$ cat config.mk
export PLATFORM = sky130hd
export DESIGN_NAME = cache_data_transfer
export DESIGN_NICKNAME = d
export VERILOG_FILES = /design/src/hw/cache_xfer_pkg.sv /design/src/hw/beat_sequencer.sv /design/src/hw/block_shift_buffer.sv /design/src/hw/cache_data_transfer.sv
export SDC_FILE = /design/constraint.sdc
export NUM_CORES = 2
export LEC_CHECK = 0
export BUFFER_PORTS_ARGS = -buffer_cell sky130_fd_sc_hd__buf_2
export CORE_AREA = 5 5 445 447
export DETAILED_ROUTE_END_ITERATION = 6
export DIE_AREA = 0 0 450 452
export PLACE_DENSITY = 0.48
export REMOVE_ABC_BUFFERS = 1
export SYNTH_ARGS = -nofsm -noshare
export SYNTH_HDL_FRONTEND = slang
export SYNTH_SLANG_ARGS = --single-unit
$ cat constraint.sdc
create_clock -name clk -period 2.7 [get_ports clk]
set_input_delay 0.135 -clock clk [delete_from_list [all_inputs] [get_ports clk]]
set_output_delay 0.135 -clock clk [all_outputs]
set_load 0.02 [all_outputs]
$ cat src/hw/cache_xfer_pkg.sv
/* Shared types and constants for the cache refill and writeback path.
   Every RTL block of the subsystem imports what it needs from here. */

package cache_xfer_pkg;

    // ---------------------------------------------------------------------
    // Widths.
    // ---------------------------------------------------------------------

    // One memory word per beat.
    localparam int unsigned BEAT_W = 32;

    // Word addressed backing memory.
    localparam int unsigned ADDR_W = 32;

    // Beat index, 0 to 15.
    localparam int unsigned CNT_W = 4;

    // Beats in one block, kept as one word.
    localparam logic [31:0] BEATS_PER_BLOCK = 32'd16;

    // Whole cache block.
    localparam int unsigned BLOCK_W = BEAT_W * BEATS_PER_BLOCK;

    // ---------------------------------------------------------------------
    // Types.
    // ---------------------------------------------------------------------
    typedef logic [BEAT_W-1:0]  beat_t;
    typedef logic [BLOCK_W-1:0] block_t;
    typedef logic [ADDR_W-1:0]  addr_t;
    typedef logic [CNT_W-1:0]   beat_cnt_t;

    // Memory port arbiter FSM.
    typedef enum logic [1:0] {
        ARB_IDLE     = 2'd0,
        ARB_ACCESS   = 2'd1,
        ARB_WAIT_ACK = 2'd2
    } arb_state_t;

endpackage

$ cat src/hw/beat_sequencer.sv
/* Beat counter and beat address generator for one block transfer.
   Loaded by a start, stepped by each beat done, pulses done after beat 15. */

`timescale 1ns/1ps

module beat_sequencer (
    input  logic                  clk,
    input  logic                  i_rst_n,
    input  logic                  i_start,
    input  logic                  i_beat_done,
    input  cache_xfer_pkg::addr_t i_base_addr,
    output cache_xfer_pkg::addr_t o_beat_addr,
    output logic                  o_last,
    output logic                  o_done
);

    import cache_xfer_pkg::*;

    // Index of the final beat of a block.
    localparam beat_cnt_t LAST_BEAT = beat_cnt_t'(BEATS_PER_BLOCK - 32'd1);

    beat_cnt_t cnt_q;
    addr_t     addr_q;
    logic      done_q;

    // ---------------------------------------------------------------------
    // Beat counter.
    // ---------------------------------------------------------------------
    // Wraps back to 0 after the last beat.
    always_ff @(posedge clk or negedge i_rst_n) begin
        if (!i_rst_n) begin
            cnt_q <= '0;
        end else if (i_start) begin
            cnt_q <= '0;
        end else if (i_beat_done) begin
            cnt_q <= cnt_q + beat_cnt_t'(1);
        end
    end

    // Address of the current beat.
    // Consecutive words, starting at the base.
    always_ff @(posedge clk or negedge i_rst_n) begin
        if (!i_rst_n) begin
            addr_q <= '0;
        end else if (i_start) begin
            addr_q <= i_base_addr;
        end else if (i_beat_done) begin
            addr_q <= addr_q + addr_t'(1);
        end
    end

    // Done follows the ack of the last beat by one cycle.
    always_ff @(posedge clk or negedge i_rst_n) begin
        if (!i_rst_n) begin
            done_q <= 1'b0;
        end else begin
            done_q <= i_beat_done & o_last;
        end
    end

    assign o_beat_addr = addr_q;
    assign o_last      = (cnt_q == LAST_BEAT);
    assign o_done      = done_q;

endmodule

$ cat src/hw/block_shift_buffer.sv
/* Block-wide shift register between the cache side and the beat port.
   Fills from the top word on reads, drains from the bottom word on writes. */

`timescale 1ns/1ps

module block_shift_buffer (
    input  logic                   clk,
    input  logic                   i_rst_n,
    input  logic                   i_load,
    input  logic                   i_shift,
    input  logic                   i_fill,
    input  cache_xfer_pkg::block_t i_block,
    input  cache_xfer_pkg::beat_t  i_beat,
    output cache_xfer_pkg::beat_t  o_beat,
    output cache_xfer_pkg::block_t o_block
);

    import cache_xfer_pkg::*;

    // Whole block, word 0 in the low bits.
    block_t blk_q;

    // Word entering at the top on a shift.
    beat_t  top_beat;

    // ---------------------------------------------------------------------
    // Incoming word.
    // ---------------------------------------------------------------------
    // Read data on a fill.
    // Zeros on a writeback, the upper words are spent by then.
    assign top_beat = i_fill ? i_beat : '0;

    // ---------------------------------------------------------------------
    // Shift register.
    // ---------------------------------------------------------------------
    // Load wins over shift, it marks a new writeback.
    // Each shift moves every word down by one.
    // After sixteen fill beats the first beat read sits in word 0.
    always_ff @(posedge clk or negedge i_rst_n) begin
        if (!i_rst_n) begin
            blk_q <= '0;
        end else if (i_load) begin
            blk_q <= i_block;
        end else if (i_shift) begin
            blk_q <= {top_beat, blk_q[BLOCK_W-1:BEAT_W]};
        end
    end

    // ---------------------------------------------------------------------
    // Outputs.
    // ---------------------------------------------------------------------
    // Next writeback beat.
    assign o_beat  = blk_q[BEAT_W-1:0];

    // Raw contents, moving during a fill.
    assign o_block = blk_q;

endmodule

$ cat src/hw/cache_data_transfer.sv
/* One cache-side transfer engine for block fills and writebacks.
   Joins a beat sequencer with a block shift buffer and tracks busy and direction. */

`timescale 1ns/1ps

module cache_data_transfer (
    input  logic                   clk,
    input  logic                   i_rst_n,
    input  logic                   i_start_read,
    input  logic                   i_start_write,
    input  cache_xfer_pkg::addr_t  i_addr,
    input  cache_xfer_pkg::block_t i_block,
    input  logic                   i_beat_done,
    input  cache_xfer_pkg::beat_t  i_beat_rdata,
    output logic                   o_busy,
    output logic                   o_write_dir,
    output cache_xfer_pkg::addr_t  o_beat_addr,
    output cache_xfer_pkg::beat_t  o_beat_wdata,
    output logic                   o_last,
    output cache_xfer_pkg::block_t o_block,
    output logic                   o_done
);

    import cache_xfer_pkg::*;

    logic   start_ok;
    logic   start_wr;
    logic   seq_last;
    logic   seq_done;
    logic   busy_q;
    logic   dir_q;
    logic   fill_done;
    block_t buf_block;
    block_t hold_q;

    // ---------------------------------------------------------------------
    // Start and direction.
    // ---------------------------------------------------------------------
    // Starts while busy are dropped.
    assign start_ok = (i_start_read | i_start_write) & ~busy_q;

    // Read takes precedence when both strobes are high.
    assign start_wr = start_ok & ~i_start_read;

    // Busy falls with the ack of the last beat.
    // So the arbiter sees it low once the grant is released.
    always_ff @(posedge clk or negedge i_rst_n) begin
        if (!i_rst_n) begin
            busy_q <= 1'b0;
            dir_q  <= 1'b0;
        end else if (start_ok) begin
            busy_q <= 1'b1;
            dir_q  <= ~i_start_read;
        end else if (i_beat_done & seq_last) begin
            busy_q <= 1'b0;
        end
    end

    // Lower-level blocks.
    beat_sequencer u_sequencer (
        .clk         ( clk          ),
        .i_rst_n     ( i_rst_n      ),
        .i_start     ( start_ok     ),
        .i_beat_done ( i_beat_done  ),
        .i_base_addr ( i_addr       ),
        .o_beat_addr ( o_beat_addr  ),
        .o_last      ( seq_last     ),
        .o_done      ( seq_done     )
    );

    block_shift_buffer u_buffer (
        .clk     ( clk          ),
        .i_rst_n ( i_rst_n      ),
        .i_load  ( start_wr     ),
        .i_shift ( i_beat_done  ),
        .i_fill  ( ~dir_q       ),
        .i_block ( i_block      ),
        .i_beat  ( i_beat_rdata ),
        .o_beat  ( o_beat_wdata ),
        .o_block ( buf_block    )
    );

    // ---------------------------------------------------------------------
    // Filled block.
    // ---------------------------------------------------------------------
    assign fill_done = seq_done & ~dir_q;

    // Last completed fill, kept while the next one shifts in.
    always_ff @(posedge clk) begin
        if (fill_done) begin
            hold_q <= buf_block;
        end
    end

    // Buffer is whole in the done cycle, the hold register after it.
    assign o_block     = fill_done ? buf_block : hold_q;
    assign o_busy      = busy_q;
    assign o_write_dir = dir_q;
    assign o_last      = seq_last;
    assign o_done      = seq_done;

endmodule

==> results.md <==
- Share of layout cells above drive strength 1: 0.361
- Avg Cell Area, Syn: around 12 µm²
- CTS tree: done
- Die area: 203000 µm²
- Cell mode on critical path: buf_16
- Commonest cells after routing, fill and taps aside: buf_2 (1094), dlygate4sd3_1 (670), dfrtp_1 (550)
- DR DRC count: 0
- Inserted Clock Buffers: around 130
- Metal-1 WL: just under 90 mm
- Worst setup SP type: flop
- GR Util All Layers: 0.197
- Detail Route met3 WL: between 15 and 20 mm
- Multi-input logic area: 16700 µm²
- Port bufs: 1160
- Top sig layer: met5
- H-tree levels: 4
- WL final: a little over 200 mm
- Largest net degree at the start of global routing: 119
- Starting DRC count in detailed routing: ~2.8k
- Hold slack: 81.0 ps
- Die W: approximately 450 µm
- Top delay family on crit path: buffers and inverters
- Synth top area share: 0.328
- Ports: 1161
- Outcome: finished with violations
- Slowest stage delay, CP: about 400 ps
- Leakage power: a little under 30 nW
- Clk slew on worst S/H paths: ~60 ps
- DR vias: around 36k
- Initial antenna violation count: about 90
- Crit path required time: between 2000 and 3000 ps
- Post-detailed-route via-to-cell ratio: 4.43
- Worst VDD drop: roughly 500 µV
- CTS Root Cell: clkbuf_16
- Fmax: ~370 MHz
- Seq cells post-synth: 1063
- Fin. Hold Viols: 0
- CP max-delay cell: dfrtp_4
- Initial Util: 0.217
- Post-synth top flop: dfrtp_1
- Rel. slew slack: 0.508
- Crit path DAT: 2570 ps
- Placed Instances: 7100
- PD cells: 1120 nW/µm²
- Async SR Flop Fraction: 0.518
- Dpl hpwl: roughly 160 mm
- CTS Buffer Depth: 3
- Critical path cell sequence: nand2b_4 > buf_16 > buf_12 > buf_16 > mux2_2 > buf_2
- Post-synth EDFFs: 0
- Failing checks: setup timing
- Fillers: between 20k and 25k
- Pre-antenna DRT Iters: 6
- # setup viols final: 1
- ANT nets after route: 0
- CP max FO: 27
- Register area share after synthesis: 0.573
- Worst path bufs/invs: 4
- Register area: about 24000 µm²
- Die Y: between 400 and 500 µm
- Actual slew at the worst max-slew pin: 737 ps
- Met2 Wirelength: between 90 and 100 mm
- Top post-synthesis cells by area: dfrtp_1 (33%), dfxtp_1 (24%), mux2_2 (14%)
- Drt wl/cell: between 20 and 30 µm
- Row count: about 160
- RSZ-0062 raised after global routing: yes
- Setup TNS: -5.36 ps
- Unique masters post-synth: 37
- CP Capture Type: output pin
- Post-Syn Area: 42000 µm²
- Setup ws final: -5.36 ps
- Core Area: just under 200000 µm²
- Fin crit period: roughly 2700 ps
- Post-Syn Instances: between 3k and 4k
- Slew Viols, Final: 0
- Synth area leader: dfrtp_1
- Area Overhead vs Synth: 50.2%
- Latest clock arrival within the worst-skew pair: slightly below 800 ps
- MaxCap Viol Count: 0
- Synth warnings: 0
- Final nets: 5977
- Fin cells: 8102
- Critical path class: reg -> out
- HP Class: in -> reg
- Grt ovf: 0
- Vias in the first global route: 36.8k
- Leading cell type in the layout, fill and taps excluded: buf_2
- GP Congestion: slightly above 0.9
- Final Cycle Share: 1.00
- First-pass GRT wire length: about 290 mm
- TritonCTS Sinks: 1063
- Final worst clock skew: a little under 30 ps
## synth_stat cells, types with 2 or more instances
cell,n
dfxtp_1,512
and4_1,5
mux2i_1,512
and3_1,5
xnor2_1,5
nand3_2,2
buf_2,56
nand3_1,11
or3_1,4
xor2_1,9
nand2_1,534
mux2_2,513
clkbuf_1,186
o21ai_0,528
a21oi_1,2
dfrtp_1,551
o31ai_1,14
o31a_1,2
buf_1,3
nand4_1,11
ha_1,2
nor2_1,24
or4_1,17
inv_1,5
a31oi_1,18
nor2b_1,33
buf_4,32
## power by group
| group | internal [W] | switching (W) |
|---|---|---|
| sequential | 0.0228 | 0.00658 |
| clock | 0.0107 | 0.00766 |
| combinational | 0.00951 | 0.0136 |
| total | 0.0430 | 0.0279 |
## routing by layer
| layer | global-route usage | vias up |
|---|---|---|
| li1 | - | 16202 |
| met1 | 0.250 | 18021 |
| met2 | 0.314 | 1263 |
| met3 | 0.0636 | 387 |
| met4 | 0.0699 | 12 |
| met5 | 0 | - |
## path summary, 6_finish.rpt
| check | start | endpoint | slack, ps | depth (start not counted) |
|---|---|---|---|---|
| worst max-delay path | o_write_dir | o_block[337] | -5 | 6 |
| worst min-delay path | i_beat_done | u_sequencer.o_beat_addr[26] | 80 | 5 |
| worst max register to register | u_sequencer.o_beat_addr[4] | u_sequencer.o_beat_addr[30] | 170 | 5 |
| worst min register to register | hold_q[488] | hold_q[488] | 470 | 1 |
| max in group asynchronous | i_rst_n | o_write_dir | 1820 | 3 |
| min in group asynchronous | i_rst_n | u_buffer.o_block[303] | 140 | 3 |
## through the flow
stage	util	power, W	setup WS [ps]	instance area, µm²
4_1_cts	0.324	0.0714	-109	62800
3_5_place_dp	0.262	0.0507	382	50700
2_1_floorplan	-	0.0396	-24760	40700
5_1_grt	0.325	0.0746	-111	63000
6_report	0.325	0.0709	-5.36	63100
3_3_place_gp	0.262	0.0503	380	50700
## timing repair
item | CTS | global route
hold endpoints to repair | 1080 | 0
cloned | 12 | 1
gates resized for setup | 101 | 25
setup endpoints to repair | 425 | 290
buffers inserted | 13 | 3
pin swaps | 0 | 0
hold buffers | 671 | 0
## state kept, by name, indices dropped and copies added, names as in the netlist
register	count
u_sequencer.cnt_q	4
hold_q	512
o_busy	1
u_sequencer.o_done	1
u_buffer.o_block	512
u_sequencer.o_beat_addr	32
o_write_dir	1
## worst min-delay path, delay by kind of cell
kind	cells	cell delay (ps)
simple gates	3	470
buf+inv	1	130
compound gates	1	70
## cell families after synthesis
logic type                 Yosys count  share of synthesized area
xor gates and xnor gates            14                    0.00292
AOI/OAI and AO/OA                  567                     0.0693
and+or+nand+nor                    652                     0.0648
DFF                               1063                      0.573
muxes                             1025                      0.260
buffers and inverters              283                     0.0300
adders and majority gates            2                   0.000596
## final cells by class
| type | count | share of cell area |
|---|---|---|
| timing repair buffer | 1930 | 0.229 |
| tap | 2542 | 0.0504 |
| antenna | 56 | 0.00222 |
| clock buffer | 205 | 0.0624 |
| multi-input combinational | 2260 | 0.266 |
| inverter | 5 | 0.000298 |
| clock inverter | 41 | 0.00879 |
| sequential | 1063 | 0.381 |
No activity file was read; power rests on OpenSTA's default activity.
