==> src/hw/cache_xfer_pkg.sv <==
/* Shared types and constants for the cache refill and writeback path.
   Every RTL block of the subsystem imports what it needs from here. */

package cache_xfer_pkg;

    // ---------------------------------------------------------------------
    // Widths.
    // ---------------------------------------------------------------------

    // One memory word per beat.
    localparam int unsigned BEAT_W = 32;

    // Word addressed backing memory.
    localparam int unsigned ADDR_W = 32;

    // Beat index, 0 to 15.
    localparam int unsigned CNT_W = 4;

    // Beats in one block, kept as one word.
    localparam logic [31:0] BEATS_PER_BLOCK = 32'd16;

    // Whole cache block.
    localparam int unsigned BLOCK_W = BEAT_W * BEATS_PER_BLOCK;

    // ---------------------------------------------------------------------
    // Types.
    // ---------------------------------------------------------------------
    typedef logic [BEAT_W-1:0]  beat_t;
    typedef logic [BLOCK_W-1:0] block_t;
    typedef logic [ADDR_W-1:0]  addr_t;
    typedef logic [CNT_W-1:0]   beat_cnt_t;

    // Memory port arbiter FSM.
    typedef enum logic [1:0] {
        ARB_IDLE     = 2'd0,
        ARB_ACCESS   = 2'd1,
        ARB_WAIT_ACK = 2'd2
    } arb_state_t;

endpackage

==> src/hw/mem_port_arbiter.sv <==
/* Round-robin arbiter for the shared beat memory port.
   Locks the port to one engine for a whole block and routes the acks back. */

`timescale 1ns/1ps

module mem_port_arbiter (
    input  logic                  clk,
    input  logic                  i_rst_n,
    input  logic                  i_busy_a,
    input  logic                  i_busy_b,
    input  logic                  i_last_a,
    input  logic                  i_last_b,
    input  logic                  i_write_a,
    input  logic                  i_write_b,
    input  cache_xfer_pkg::addr_t i_addr_a,
    input  cache_xfer_pkg::addr_t i_addr_b,
    input  cache_xfer_pkg::beat_t i_wdata_a,
    input  cache_xfer_pkg::beat_t i_wdata_b,
    output logic                  o_beat_done_a,
    output logic                  o_beat_done_b,
    output cache_xfer_pkg::beat_t o_beat_rdata,
    output logic                  o_mem_en,
    output logic                  o_mem_we,
    output cache_xfer_pkg::addr_t o_mem_addr,
    output cache_xfer_pkg::beat_t o_mem_wdata,
    input  logic                  i_mem_ack,
    input  cache_xfer_pkg::beat_t i_mem_rdata
);

    import cache_xfer_pkg::*;

    arb_state_t state_q;
    arb_state_t state_d;
    logic       grant_b_q;
    logic       last_b_q;
    logic       pick_b;
    logic       any_busy;
    logic       sel_last;
    logic       sel_write;
    addr_t      sel_addr;
    beat_t      sel_wdata;
    logic       beat_done;

    // ---------------------------------------------------------------------
    // Selection.
    // ---------------------------------------------------------------------
    assign any_busy = i_busy_a | i_busy_b;

    // B wins if alone, or if A was served last.
    assign pick_b = i_busy_b & (~i_busy_a | ~last_b_q);

    // Granted engine's beat.
    assign sel_last  = grant_b_q ? i_last_b  : i_last_a;
    assign sel_write = grant_b_q ? i_write_b : i_write_a;
    assign sel_addr  = grant_b_q ? i_addr_b  : i_addr_a;
    assign sel_wdata = grant_b_q ? i_wdata_b : i_wdata_a;

    // ---------------------------------------------------------------------
    // FSM.
    // ---------------------------------------------------------------------
    // One access in flight at a time.
    always_comb begin
        state_d = state_q;
        case (state_q)
            ARB_IDLE: begin
                if (any_busy) begin
                    state_d = ARB_ACCESS;
                end
            end
            ARB_ACCESS: begin
                state_d = ARB_WAIT_ACK;
            end
            ARB_WAIT_ACK: begin
                // Last beat of the engine frees the port.
                if (i_mem_ack) begin
                    state_d = sel_last ? ARB_IDLE : ARB_ACCESS;
                end
            end
            default: begin
                state_d = ARB_IDLE;
            end
        endcase
    end

    // Grant taken in idle, last-served noted on release.
    // After reset A has priority.
    always_ff @(posedge clk or negedge i_rst_n) begin
        if (!i_rst_n) begin
            state_q   <= ARB_IDLE;
            grant_b_q <= 1'b0;
            last_b_q  <= 1'b1;
        end else begin
            state_q <= state_d;
            if ((state_q == ARB_IDLE) && any_busy) begin
                grant_b_q <= pick_b;
            end
            if (beat_done && sel_last) begin
                last_b_q <= grant_b_q;
            end
        end
    end

    // ---------------------------------------------------------------------
    // Memory side and beat strobes.
    // ---------------------------------------------------------------------
    assign beat_done     = (state_q == ARB_WAIT_ACK) & i_mem_ack;
    assign o_beat_done_a = beat_done & ~grant_b_q;
    assign o_beat_done_b = beat_done & grant_b_q;
    assign o_beat_rdata  = i_mem_rdata;

    assign o_mem_en    = (state_q == ARB_ACCESS);
    assign o_mem_we    = o_mem_en & sel_write;
    assign o_mem_addr  = sel_addr;
    assign o_mem_wdata = sel_wdata;

endmodule

==> config.mk <==
export PLATFORM = sky130hd
export DESIGN_NAME = mem_port_arbiter
export DESIGN_NICKNAME = d
export VERILOG_FILES = /design/src/hw/cache_xfer_pkg.sv /design/src/hw/mem_port_arbiter.sv
export SDC_FILE = /design/constraint.sdc
export NUM_CORES = 1
export LEC_CHECK = 0
export BUFFER_PORTS_ARGS = -buffer_cell sky130_fd_sc_hd__buf_2
export CORE_AREA = 2 2 106 108
export CTS_BUF_LIST = sky130_fd_sc_hd__clkbuf_4
export CTS_CLUSTER_DIAMETER = 100
export DETAILED_ROUTE_END_ITERATION = 16
export DIE_AREA = 0 0 108 110
export MAX_ROUTING_LAYER = met4
export SLEW_MARGIN = 20
export SYNTH_ARGS = -nofsm -noshare
export SYNTH_HDL_FRONTEND = slang
export SYNTH_SLANG_ARGS = --single-unit
==> constraint.sdc <==
create_clock -name clk -period 1.5 [get_ports clk]
set_clock_uncertainty 0.15 [all_clocks]
set_input_delay 0.225 -clock clk [delete_from_list [all_inputs] [get_ports clk]]
set_output_delay 0.225 -clock clk [all_outputs]
set_load 0.05 [all_outputs]
==> impl_metrics.yaml, run 1 <==
placement:
  dpl_cell_area_sq_mm: 0.00223
  gp_congestion: 0.709
  dpl.hpwl_mm: 5.08
  place_inst: 437
  portBuffers: 204
sta:
  tightest_slew_ns: 0.232
  setup_tns_ns: -20.59
  slew_headroom_pct: 84.5
  fmax_mhz: 544
  period_share_pct: 123
  hold_viol: 0
  fin_crit_ns: 1.84
  setup_ws_ns: -0.339
  setup_viol: 67
  drv_slew: 0
  rsz0062_at_grt: "yes"
setup_path:
  end_kind: "primary output"
  required_ns: 1.12
  r2r_slack_ns: 0.04
  critical_path.max_fanout: 7
  worstSetupStartpointType: "register"
  cp_data_arrival_time_ns: 1.46
  worstSetupPathType: "register to primary output"
clock_network:
  h-tree-depth: 1
  cts_tree: "done"
  root_buffer: "clkbuf_4"
  cts.path.max_buffers: 2
  cts_buffers: 3
  clk_pin_slew_ns: 0.04
  cts.sinks: 4
  insertion_delay_ns: 0.25
floorplanning:
  die_h_microns: 110
  core_region_area_sq_mm: 0.0107
  rows: 38
  start_util_pct: 12.0
  die-area_sq_mm: 0.0119
  die_x_microns: 108
  ios: 269
cells_and_area:
  layoutNonFillerInstCount: 455
  n_antenna_cell: 0
  finalNetCount: 485
  layout_commonest_cell: "buf_2"
  nFillCells: 1101
  fin_area_sq_mm: 0.00323
  fin_util_pct: 30.2
  final_cell_mix: "buf_2, mux2_4, buf_8, buf_6, mux2_2"
  areaGrowthSynthToFinish_pct: 153
  drive_gt1_share_pct: 95.9
drt:
  first_iter_violations: 59
  vias_per_cell: 3.82
  drt_wl_total_mm: 7.52
  vias: 1736
  dr.pass1.iters: 4
  drc_errors: 0
  ant_nets: 0
  post_drt_wl_per_cell_microns: 16.5
global_routing:
  grt_first_pass_wirelength_mm: 8.79
  gr-total-overflow: 0
  grt_pass1_vias: 1654
  grt_max_degree: 19
  use_met1_pct: 10.8
  use_met3_pct: 3.23
  antenna_found_initial: 0
  track_usage_pct: 10.1
  use_met2_pct: 18.0
  busiest_layer: "met2"
yosys:
  yosysTopAreaCell: "mux2_2"
  yosysSeqAreaShare_pct: 7.92
  synth.top_cell.area_share_pct: 56.3
  ys_seq_elements: 4
  netlist_area_sq_mm: 0.00128
  synth.top_cells.by_area: "mux2_2, buf_4, dfrtp_1"
  syn_avg_cell_area_sq_um: 9.92
  syn_inst: 129
  ys_types: 19
  syn_nets: 298
  synth_warnings: 0
worst_hold_path:
  hold_class: "primary input to register"
power:
  power_mw: 7.01
  p_leak_nw: 1.70
  powerDensity_mw_per_mm2: 2170
  max-vdd-ir-drop_mv: 0.837
status:
  outcome: "finished with violations"
  violations: "negative setup slack"
run:
  cap_violations: 0
[kinds of logic after synthesis]
logic type	share of synthesized area, %
AND/OR/NAND/NOR	5.38
AO/OA/AOI/OAI	3.81
flip-flops	7.92
multiplexers	58.3
buffers and inverters	24.6
[through the flow]
stage | worst slack, ns | hold WS [ns]
final | -0.339 | 0.0628
after global routing | -0.373 | 0.0708
after CTS | -0.352 | 0.0379
after detailed placement | -0.143 | -0.109
after global placement | -0.130 | -0.112
after floorplan | -0.190 | -0.221
[sequential cells by signal, indices dropped and copies added, names as in the netlist]
| name | count |
|---|---|
| state_q | 2 |
| grant_b_q | 1 |
| last_b_q | 1 |
[critical path: stages, from the launching register on]
cell and delay, ns:
dfrtp_2 0.42, buf_8 0.16, clkbuf_16 0.17, mux2_4 0.31, buf_8 0.15
[layer usage]
layer | share of wire (%) | vias up
met2 | 52 | 113
met1 | 39 | 808
met4 | 0.73 | 0
met3 | 8.9 | 10
met5 | 0 | -
li1 | - | 805
[where the power goes]
group | switching [mW] | total (mW) | internal [mW]
clock network | 0.0562 | 0.175 | 0.119
logic | 3.48 | 6.61 | 3.13
registers | 0.0609 | 0.228 | 0.167
[synth_stat cells]
master / instances
or2_2: 1
o2bb2ai_1: 1
nor2_1: 5
mux2_4: 1
dfrtp_1: 3
o32ai_2: 1
mux2_2: 64
o21ai_0: 1
a21boi_0: 1
and4b_1: 1
buf_6: 2
dfstp_2: 1
mux2i_1: 1
nor3b_1: 1
buf_4: 38
nand3b_1: 1
inv_1: 2
nand2b_1: 3
o221a_2: 1
[layout make-up]
type | instances | area, sq um | area share [%]
inverter | 2 | 7.51 | 0.232
sequential | 4 | 104 | 3.21
multi-input combinational | 83 | 1030 | 31.7
clock buffer | 4 | 30.0 | 0.928
tap | 140 | 175 | 5.42
timing repair buffer | 222 | 1890 | 58.5
[path summary, 6_finish.rpt]
kind	from	cells after the start	to
min	i_mem_ack	2	state_q[1]
min reg2reg	state_q[1]	1	state_q[0]
max	grant_b_q	4	o_mem_addr[28]
max reg2reg	grant_b_q	5	last_b_q
min in group asynchronous	i_rst_n	2	state_q[1]
max in group asynchronous	i_rst_n	2	last_b_q
[what timing repair did]
item / CTS / global route
pin swaps: 0 / 1
endpoints found under the hold margin: 4 / 0
setup endpoints to repair: 68 / 68
cloned: 4 / 3
buffers inserted: 5 / 3
hold buffers: 1 / 0
resized for setup: 136 / 88
(Power assumes the default switching activity.)
==> run 2: changes to the inputs <==
--- a/config.mk
+++ b/config.mk
@@ -7,7 +7,6 @@
 export LEC_CHECK = 0
 export BUFFER_PORTS_ARGS = -buffer_cell sky130_fd_sc_hd__buf_2
 export CORE_AREA = 2 2 106 108
-export CTS_BUF_LIST = sky130_fd_sc_hd__clkbuf_4
 export CTS_CLUSTER_DIAMETER = 100
 export DETAILED_ROUTE_END_ITERATION = 16
 export DIE_AREA = 0 0 108 110
==> run 2 against run 1 <==
Effect of this change:
- the run still ends with negative setup slack left
- critical endpoint unchanged
- final cell count decreased by 0.22%
- largest power group unchanged
- wire length fell by 0.36%
- combinational power is essentially flat
- first-iteration DRC count is 12% higher
==> impl_metrics.yaml, run 2 (synthesized netlist as in run 1, its figures left out) <==
setup_path:
  required_ns: 1.12
  slowest_stage: "dfrtp_2"
  end_kind: "primary output"
  crit_cells: 4
  crit_buf_inv: 3
  reg2regPathDepth: 5
  worstSetupStartpointType: "register"
  critical_path.max_fanout: 7
  worstSetupPathType: "register to primary output"
  cpMostUsedCell: "buf_8"
  cp_data_arrival_time_ns: 1.43
  cp_slowest_stage_delay_ns: 0.42
  crit_chain: "buf_8, clkbuf_16, mux2_4, buf_8"
  crit_family: "buffers and inverters"
floorplanning:
  core_region_area_sq_mm: 0.0107
  die_x_microns: 108
  die-area_sq_mm: 0.0119
  rows: 38
  die_h_microns: 110
  start_util_pct: 12.0
  ios: 269
global_routing:
  use_met1_pct: 10.8
  track_usage_pct: 9.85
  antenna_found_initial: 0
  use_met2_pct: 17.6
  gr-total-overflow: 0
  grt_first_pass_wirelength_mm: 8.65
  busiest_layer: "met2"
  grt_max_degree: 19
  grt_pass1_vias: 1622
  use_met3_pct: 3.23
drt:
  ant_nets: 0
  first_iter_violations: 66
  vias: 1719
  vias_per_cell: 3.79
  dr.pass1.iters: 3
  post_drt_wl_per_cell_microns: 16.5
  drt_wl_total_mm: 7.49
  drc_errors: 0
placement:
  dpl.hpwl_mm: 5.08
  place_ws_ns: -0.143
  place_inst: 437
  portBuffers: 204
  gp_congestion: 0.709
sta:
  period_share_pct: 120
  tightest_slew_ns: 0.256
  fmax_mhz: 553
  fin_crit_ns: 1.81
  slew_headroom_pct: 82.9
  hold_viol: 0
  setup_viol: 67
  drv_slew: 0
  holdWs_ns: 0.0745
  rsz0062_at_grt: "yes"
  setup_ws_ns: -0.307
power:
  seqPwrFrac_pct: 3.3
  p_comb_share_pct: 93.4
  p_switching_mw: 3.61
  p_leak_nw: 1.70
  internal_power_mw: 3.45
  swShare_pct: 51.1
  clkPwrFrac_pct: 3.4
  max-vdd-ir-drop_mv: 1.12
  powerDensity_mw_per_mm2: 2180
  power_mw: 7.06
clock_network:
  root_buffer: "clkbuf_8"
  cts_tree: "done"
  h-tree-depth: 1
  cts_buffers: 3
  cts.sinks: 4
  clk_pin_slew_ns: 0.03
  insertion_delay_ns: 0.22
  cts.path.max_buffers: 2
cells_and_area:
  largest_reg_flops: 2
  layoutNonFillerInstCount: 454
  top_register: "state_q"
  areaGrowthSynthToFinish_pct: 153
  layout_commonest_cell: "buf_2"
  finalNetCount: 484
  n_antenna_cell: 0
  final_cell_mix: "buf_2, mux2_4, buf_6"
  top_regs: "state_q: 2 flops, grant_b_q: 1 flops, last_b_q: 1 flops"
  drive_gt1_share_pct: 95.5
worst_hold_path:
  hold_depth: 2
  hold_class: "primary input to register"
status:
  violations: "negative setup slack"
  outcome: "finished with violations"
run:
  cap_violations: 0
run 2: cell types whose count changed in the layout (fill, tap and decap cells not counted):
cell      previous run  this run
clkbuf_4             4         0
nor2_4               1         2
buf_8               36        35
clkbuf_1             0         1
nor2_2               2         1
clkbuf_8             0         3
run 2: layout make-up:
class	instances	area (sq um)
fillers	1103	7460
repair buffers	221	1880
multi-input cells	83	1030
well taps	140	175
flip-flops and latches	4	104
clock buffers	4	45.0
inverters	2	7.51
run 2: worst paths after layout:
kind	endpoint	from	slack (ns)
setup / recovery	o_mem_addr[28]	grant_b_q	-0.31
hold reg to reg	state_q[0]	state_q[1]	0.43
max in group asynchronous	last_b_q	i_rst_n	0.78
setup reg to reg	state_q[0]	grant_b_q	0.04
hold / removal	state_q[1]	i_mem_ack	0.07
min in group asynchronous	state_q[0]	i_rst_n	0.21
run 2: what timing repair did:
action,4_1_cts,5_1_grt
gates cloned,4,3
endpoints found under the hold margin,4,0
hold buffers,1,0
setup buffers,5,2
setup endpoints to repair,68,68
gates resized for setup,135,88
pin swaps,0,1
run 2: power by group through the flow:
stage | Sequential [mW] | Combinational (mW) | Clock, mW
after floorplan | 0.205 | 3.68 | 0
after global placement | 0.227 | 4.28 | 0
after detailed placement | 0.231 | 4.31 | 0
after CTS | 0.221 | 5.67 | 0.246
after global routing | 0.237 | 6.85 | 0.257
final | 0.231 | 6.59 | 0.238
run 2: metrics by stage:
step / TNS [ns] / cell area, sq um / utilization, %
2_1_floorplan: -0.438 / 1280 / -
3_3_place_gp: -3.56 / 2230 / 20.8
3_5_place_dp: -4.79 / 2230 / 20.8
4_1_cts: -18.82 / 2820 / 26.4
5_1_grt: -21.14 / 3240 / 30.3
6_report: -18.51 / 3240 / 30.3
run 2: layer usage:
layer  vias to the layer above  wire length (microns)  part of all wire (%)
met2                       111                   3880                    52
met5                         -                      0                     0
met1                       800                   2910                    39
met3                         6                    673                   9.0
met4                         0                     21                  0.28
li1                        802                      -                     -
==> run 3: changes to the inputs <==
--- a/config.mk
+++ b/config.mk
@@ -11,6 +11,7 @@
 export DETAILED_ROUTE_END_ITERATION = 16
 export DIE_AREA = 0 0 108 110
 export MAX_ROUTING_LAYER = met4
+export REMOVE_ABC_BUFFERS = 1
 export SLEW_MARGIN = 20
 export SYNTH_ARGS = -nofsm -noshare
 export SYNTH_HDL_FRONTEND = slang
==> run 3 against run 2 <==
Effect of this change:
- the flow still finishes with violations (negative setup slack)
- flip-flop and latch count stayed put
- sequential share of layout area is 0.34 points higher
- critical path depth stayed put
- register-to-register slack better by 0.07 ns
- clock power is 3% higher
- global-route usage is 0.37 points higher
- wire length is 5.6% lower
- final cell count is 1.1% lower
- highest routed layer unchanged
==> impl_metrics.yaml, run 3 (synthesized netlist as in run 1, its figures left out) <==
drt:
  post_drt_wl_per_cell_microns: 15.8
  vias_per_cell: 3.92
  first_iter_violations: 19
  ant_nets: 0
  drt_wl_total_mm: 7.07
  vias: 1759
  drc_errors: 0
  dr.pass1.iters: 4
power:
  power_mw: 6.21
  p_leak_nw: 1.53
  powerDensity_mw_per_mm2: 2120
  max-vdd-ir-drop_mv: 0.766
run:
  cap_violations: 0
sta:
  fmax_mhz: 552
  drv_slew: 0
  setup_viol: 67
  period_share_pct: 121
  rsz0062_at_grt: "yes"
  holdWs_ns: 0.0792
  setup_ws_ns: -0.312
  fin_crit_ns: 1.81
  hold_viol: 0
  tightest_slew_ns: 0.248
  slew_headroom_pct: 83.4
floorplanning:
  start_util_pct: 12.0
  ios: 269
  die-area_sq_mm: 0.0119
  die_h_microns: 110
  rows: 38
  die_x_microns: 108
  core_region_area_sq_mm: 0.0107
cells_and_area:
  final_cell_mix: "buf_2, buf_6, mux2_2"
  drive_gt1_share_pct: 94.2
  largest_reg_flops: 2
  finalNetCount: 479
  areaGrowthSynthToFinish_pct: 129
  top_regs: "state_q: 2 flops, grant_b_q: 1 flops, last_b_q: 1 flops"
  layout_commonest_cell: "buf_2"
  multiInputGateArea_sq_um: 950
  n_antenna_cell: 0
  regArea_sq_um: 104
  layoutNonFillerInstCount: 449
  nFillCells: 1128
  top_register: "state_q"
setup_path:
  required_ns: 1.12
  end_kind: "primary output"
  critical_path.max_fanout: 8
  cp_slowest_stage_delay_ns: 0.39
  cp_data_arrival_time_ns: 1.44
  crit_chain: "buf_4, clkbuf_16, mux2_2, buf_6"
  worstSetupPathType: "register to primary output"
  worstSetupStartpointType: "register"
  slowest_stage: "dfrtp_2"
clock_network:
  cts.path.max_buffers: 2
  clk_pin_slew_ns: 0.03
  cts_tree: "done"
  cts.sinks: 4
  root_buffer: "clkbuf_8"
  cts_buffers: 3
  h-tree-depth: 1
  insertion_delay_ns: 0.22
global_routing:
  grt_first_pass_wirelength_mm: 8.80
  grt_pass1_vias: 1750
  antenna_found_initial: 0
  grt_max_degree: 39
  track_usage_pct: 10.2
  gr-total-overflow: 0
placement:
  place_ws_ns: -0.118
  gp_congestion: 0.717
  dpl.hpwl_mm: 5.27
  place_inst: 436
  portBuffers: 204
status:
  outcome: "finished with violations"
  violations: "negative setup slack"
worst_hold_path:
  hold_class: "primary input to register"
[run 3: cell types whose count changed in the layout (fill, tap and decap cells not counted), sizes merged]
cell	change
buf	-5
[run 3: report_power, final]
group,total [mW],switching [mW],internal (mW)
combinational,5.74,3.21,2.52
sequential,0.224,0.0571,0.167
clock,0.245,0.0628,0.182
[run 3: worst max-delay path: cells and delay by family, from the launching register on]
family	cells	cell delay, ns
mux	1	0.34
buf+inv	3	0.47
flops	1	0.39
[run 3: per-stage QoR]
stage | TNS, ns | area, sq um | utilization, %
2_1_floorplan | -79.38 | 972 | -
4_1_cts | -17.89 | 2730 | 25.5
3_3_place_gp | -3.05 | 2220 | 20.7
5_1_grt | -19.92 | 2930 | 27.4
3_5_place_dp | -4.07 | 2220 | 20.7
6_report | -17.36 | 2930 | 27.4
[run 3: path summary, 6_finish.rpt]
check	slack, ns	from	depth (start not counted)	to
setup / recovery	-0.31	grant_b_q	4	o_mem_addr[14]
hold / removal	0.08	i_mem_ack	2	state_q[1]
setup reg to reg	0.11	grant_b_q	4	state_q[0]
hold reg to reg	0.42	state_q[1]	1	state_q[0]
max in group asynchronous	0.77	i_rst_n	2	last_b_q
min in group asynchronous	0.22	i_rst_n	2	state_q[0]
[run 3: area by class of cell]
type                    instances  share of cell area, %
flip-flops and latches          4                   3.55
well taps                     140                   5.98
multi-input cells              83                   32.4
clock buffers                   4                   1.54
inverters                       2                  0.256
repair buffers                216                   56.3
[run 3: what timing repair did]
action                                  CTS  global route
resized for setup                       135            27
endpoints found under the setup margin   68            68
gates cloned                              1             4
hold buffers                              1             0
setup buffers                             2             1
endpoints found under the hold margin     4             0
[run 3: layer usage]
metal,part of all wire [%],up-vias,global-route usage [%]
li1,-,791,-
met1,33,775,9.43
met2,49,187,16.9
met3,17,6,7.70
met4,0.62,0,2.47
met5,0,-,-
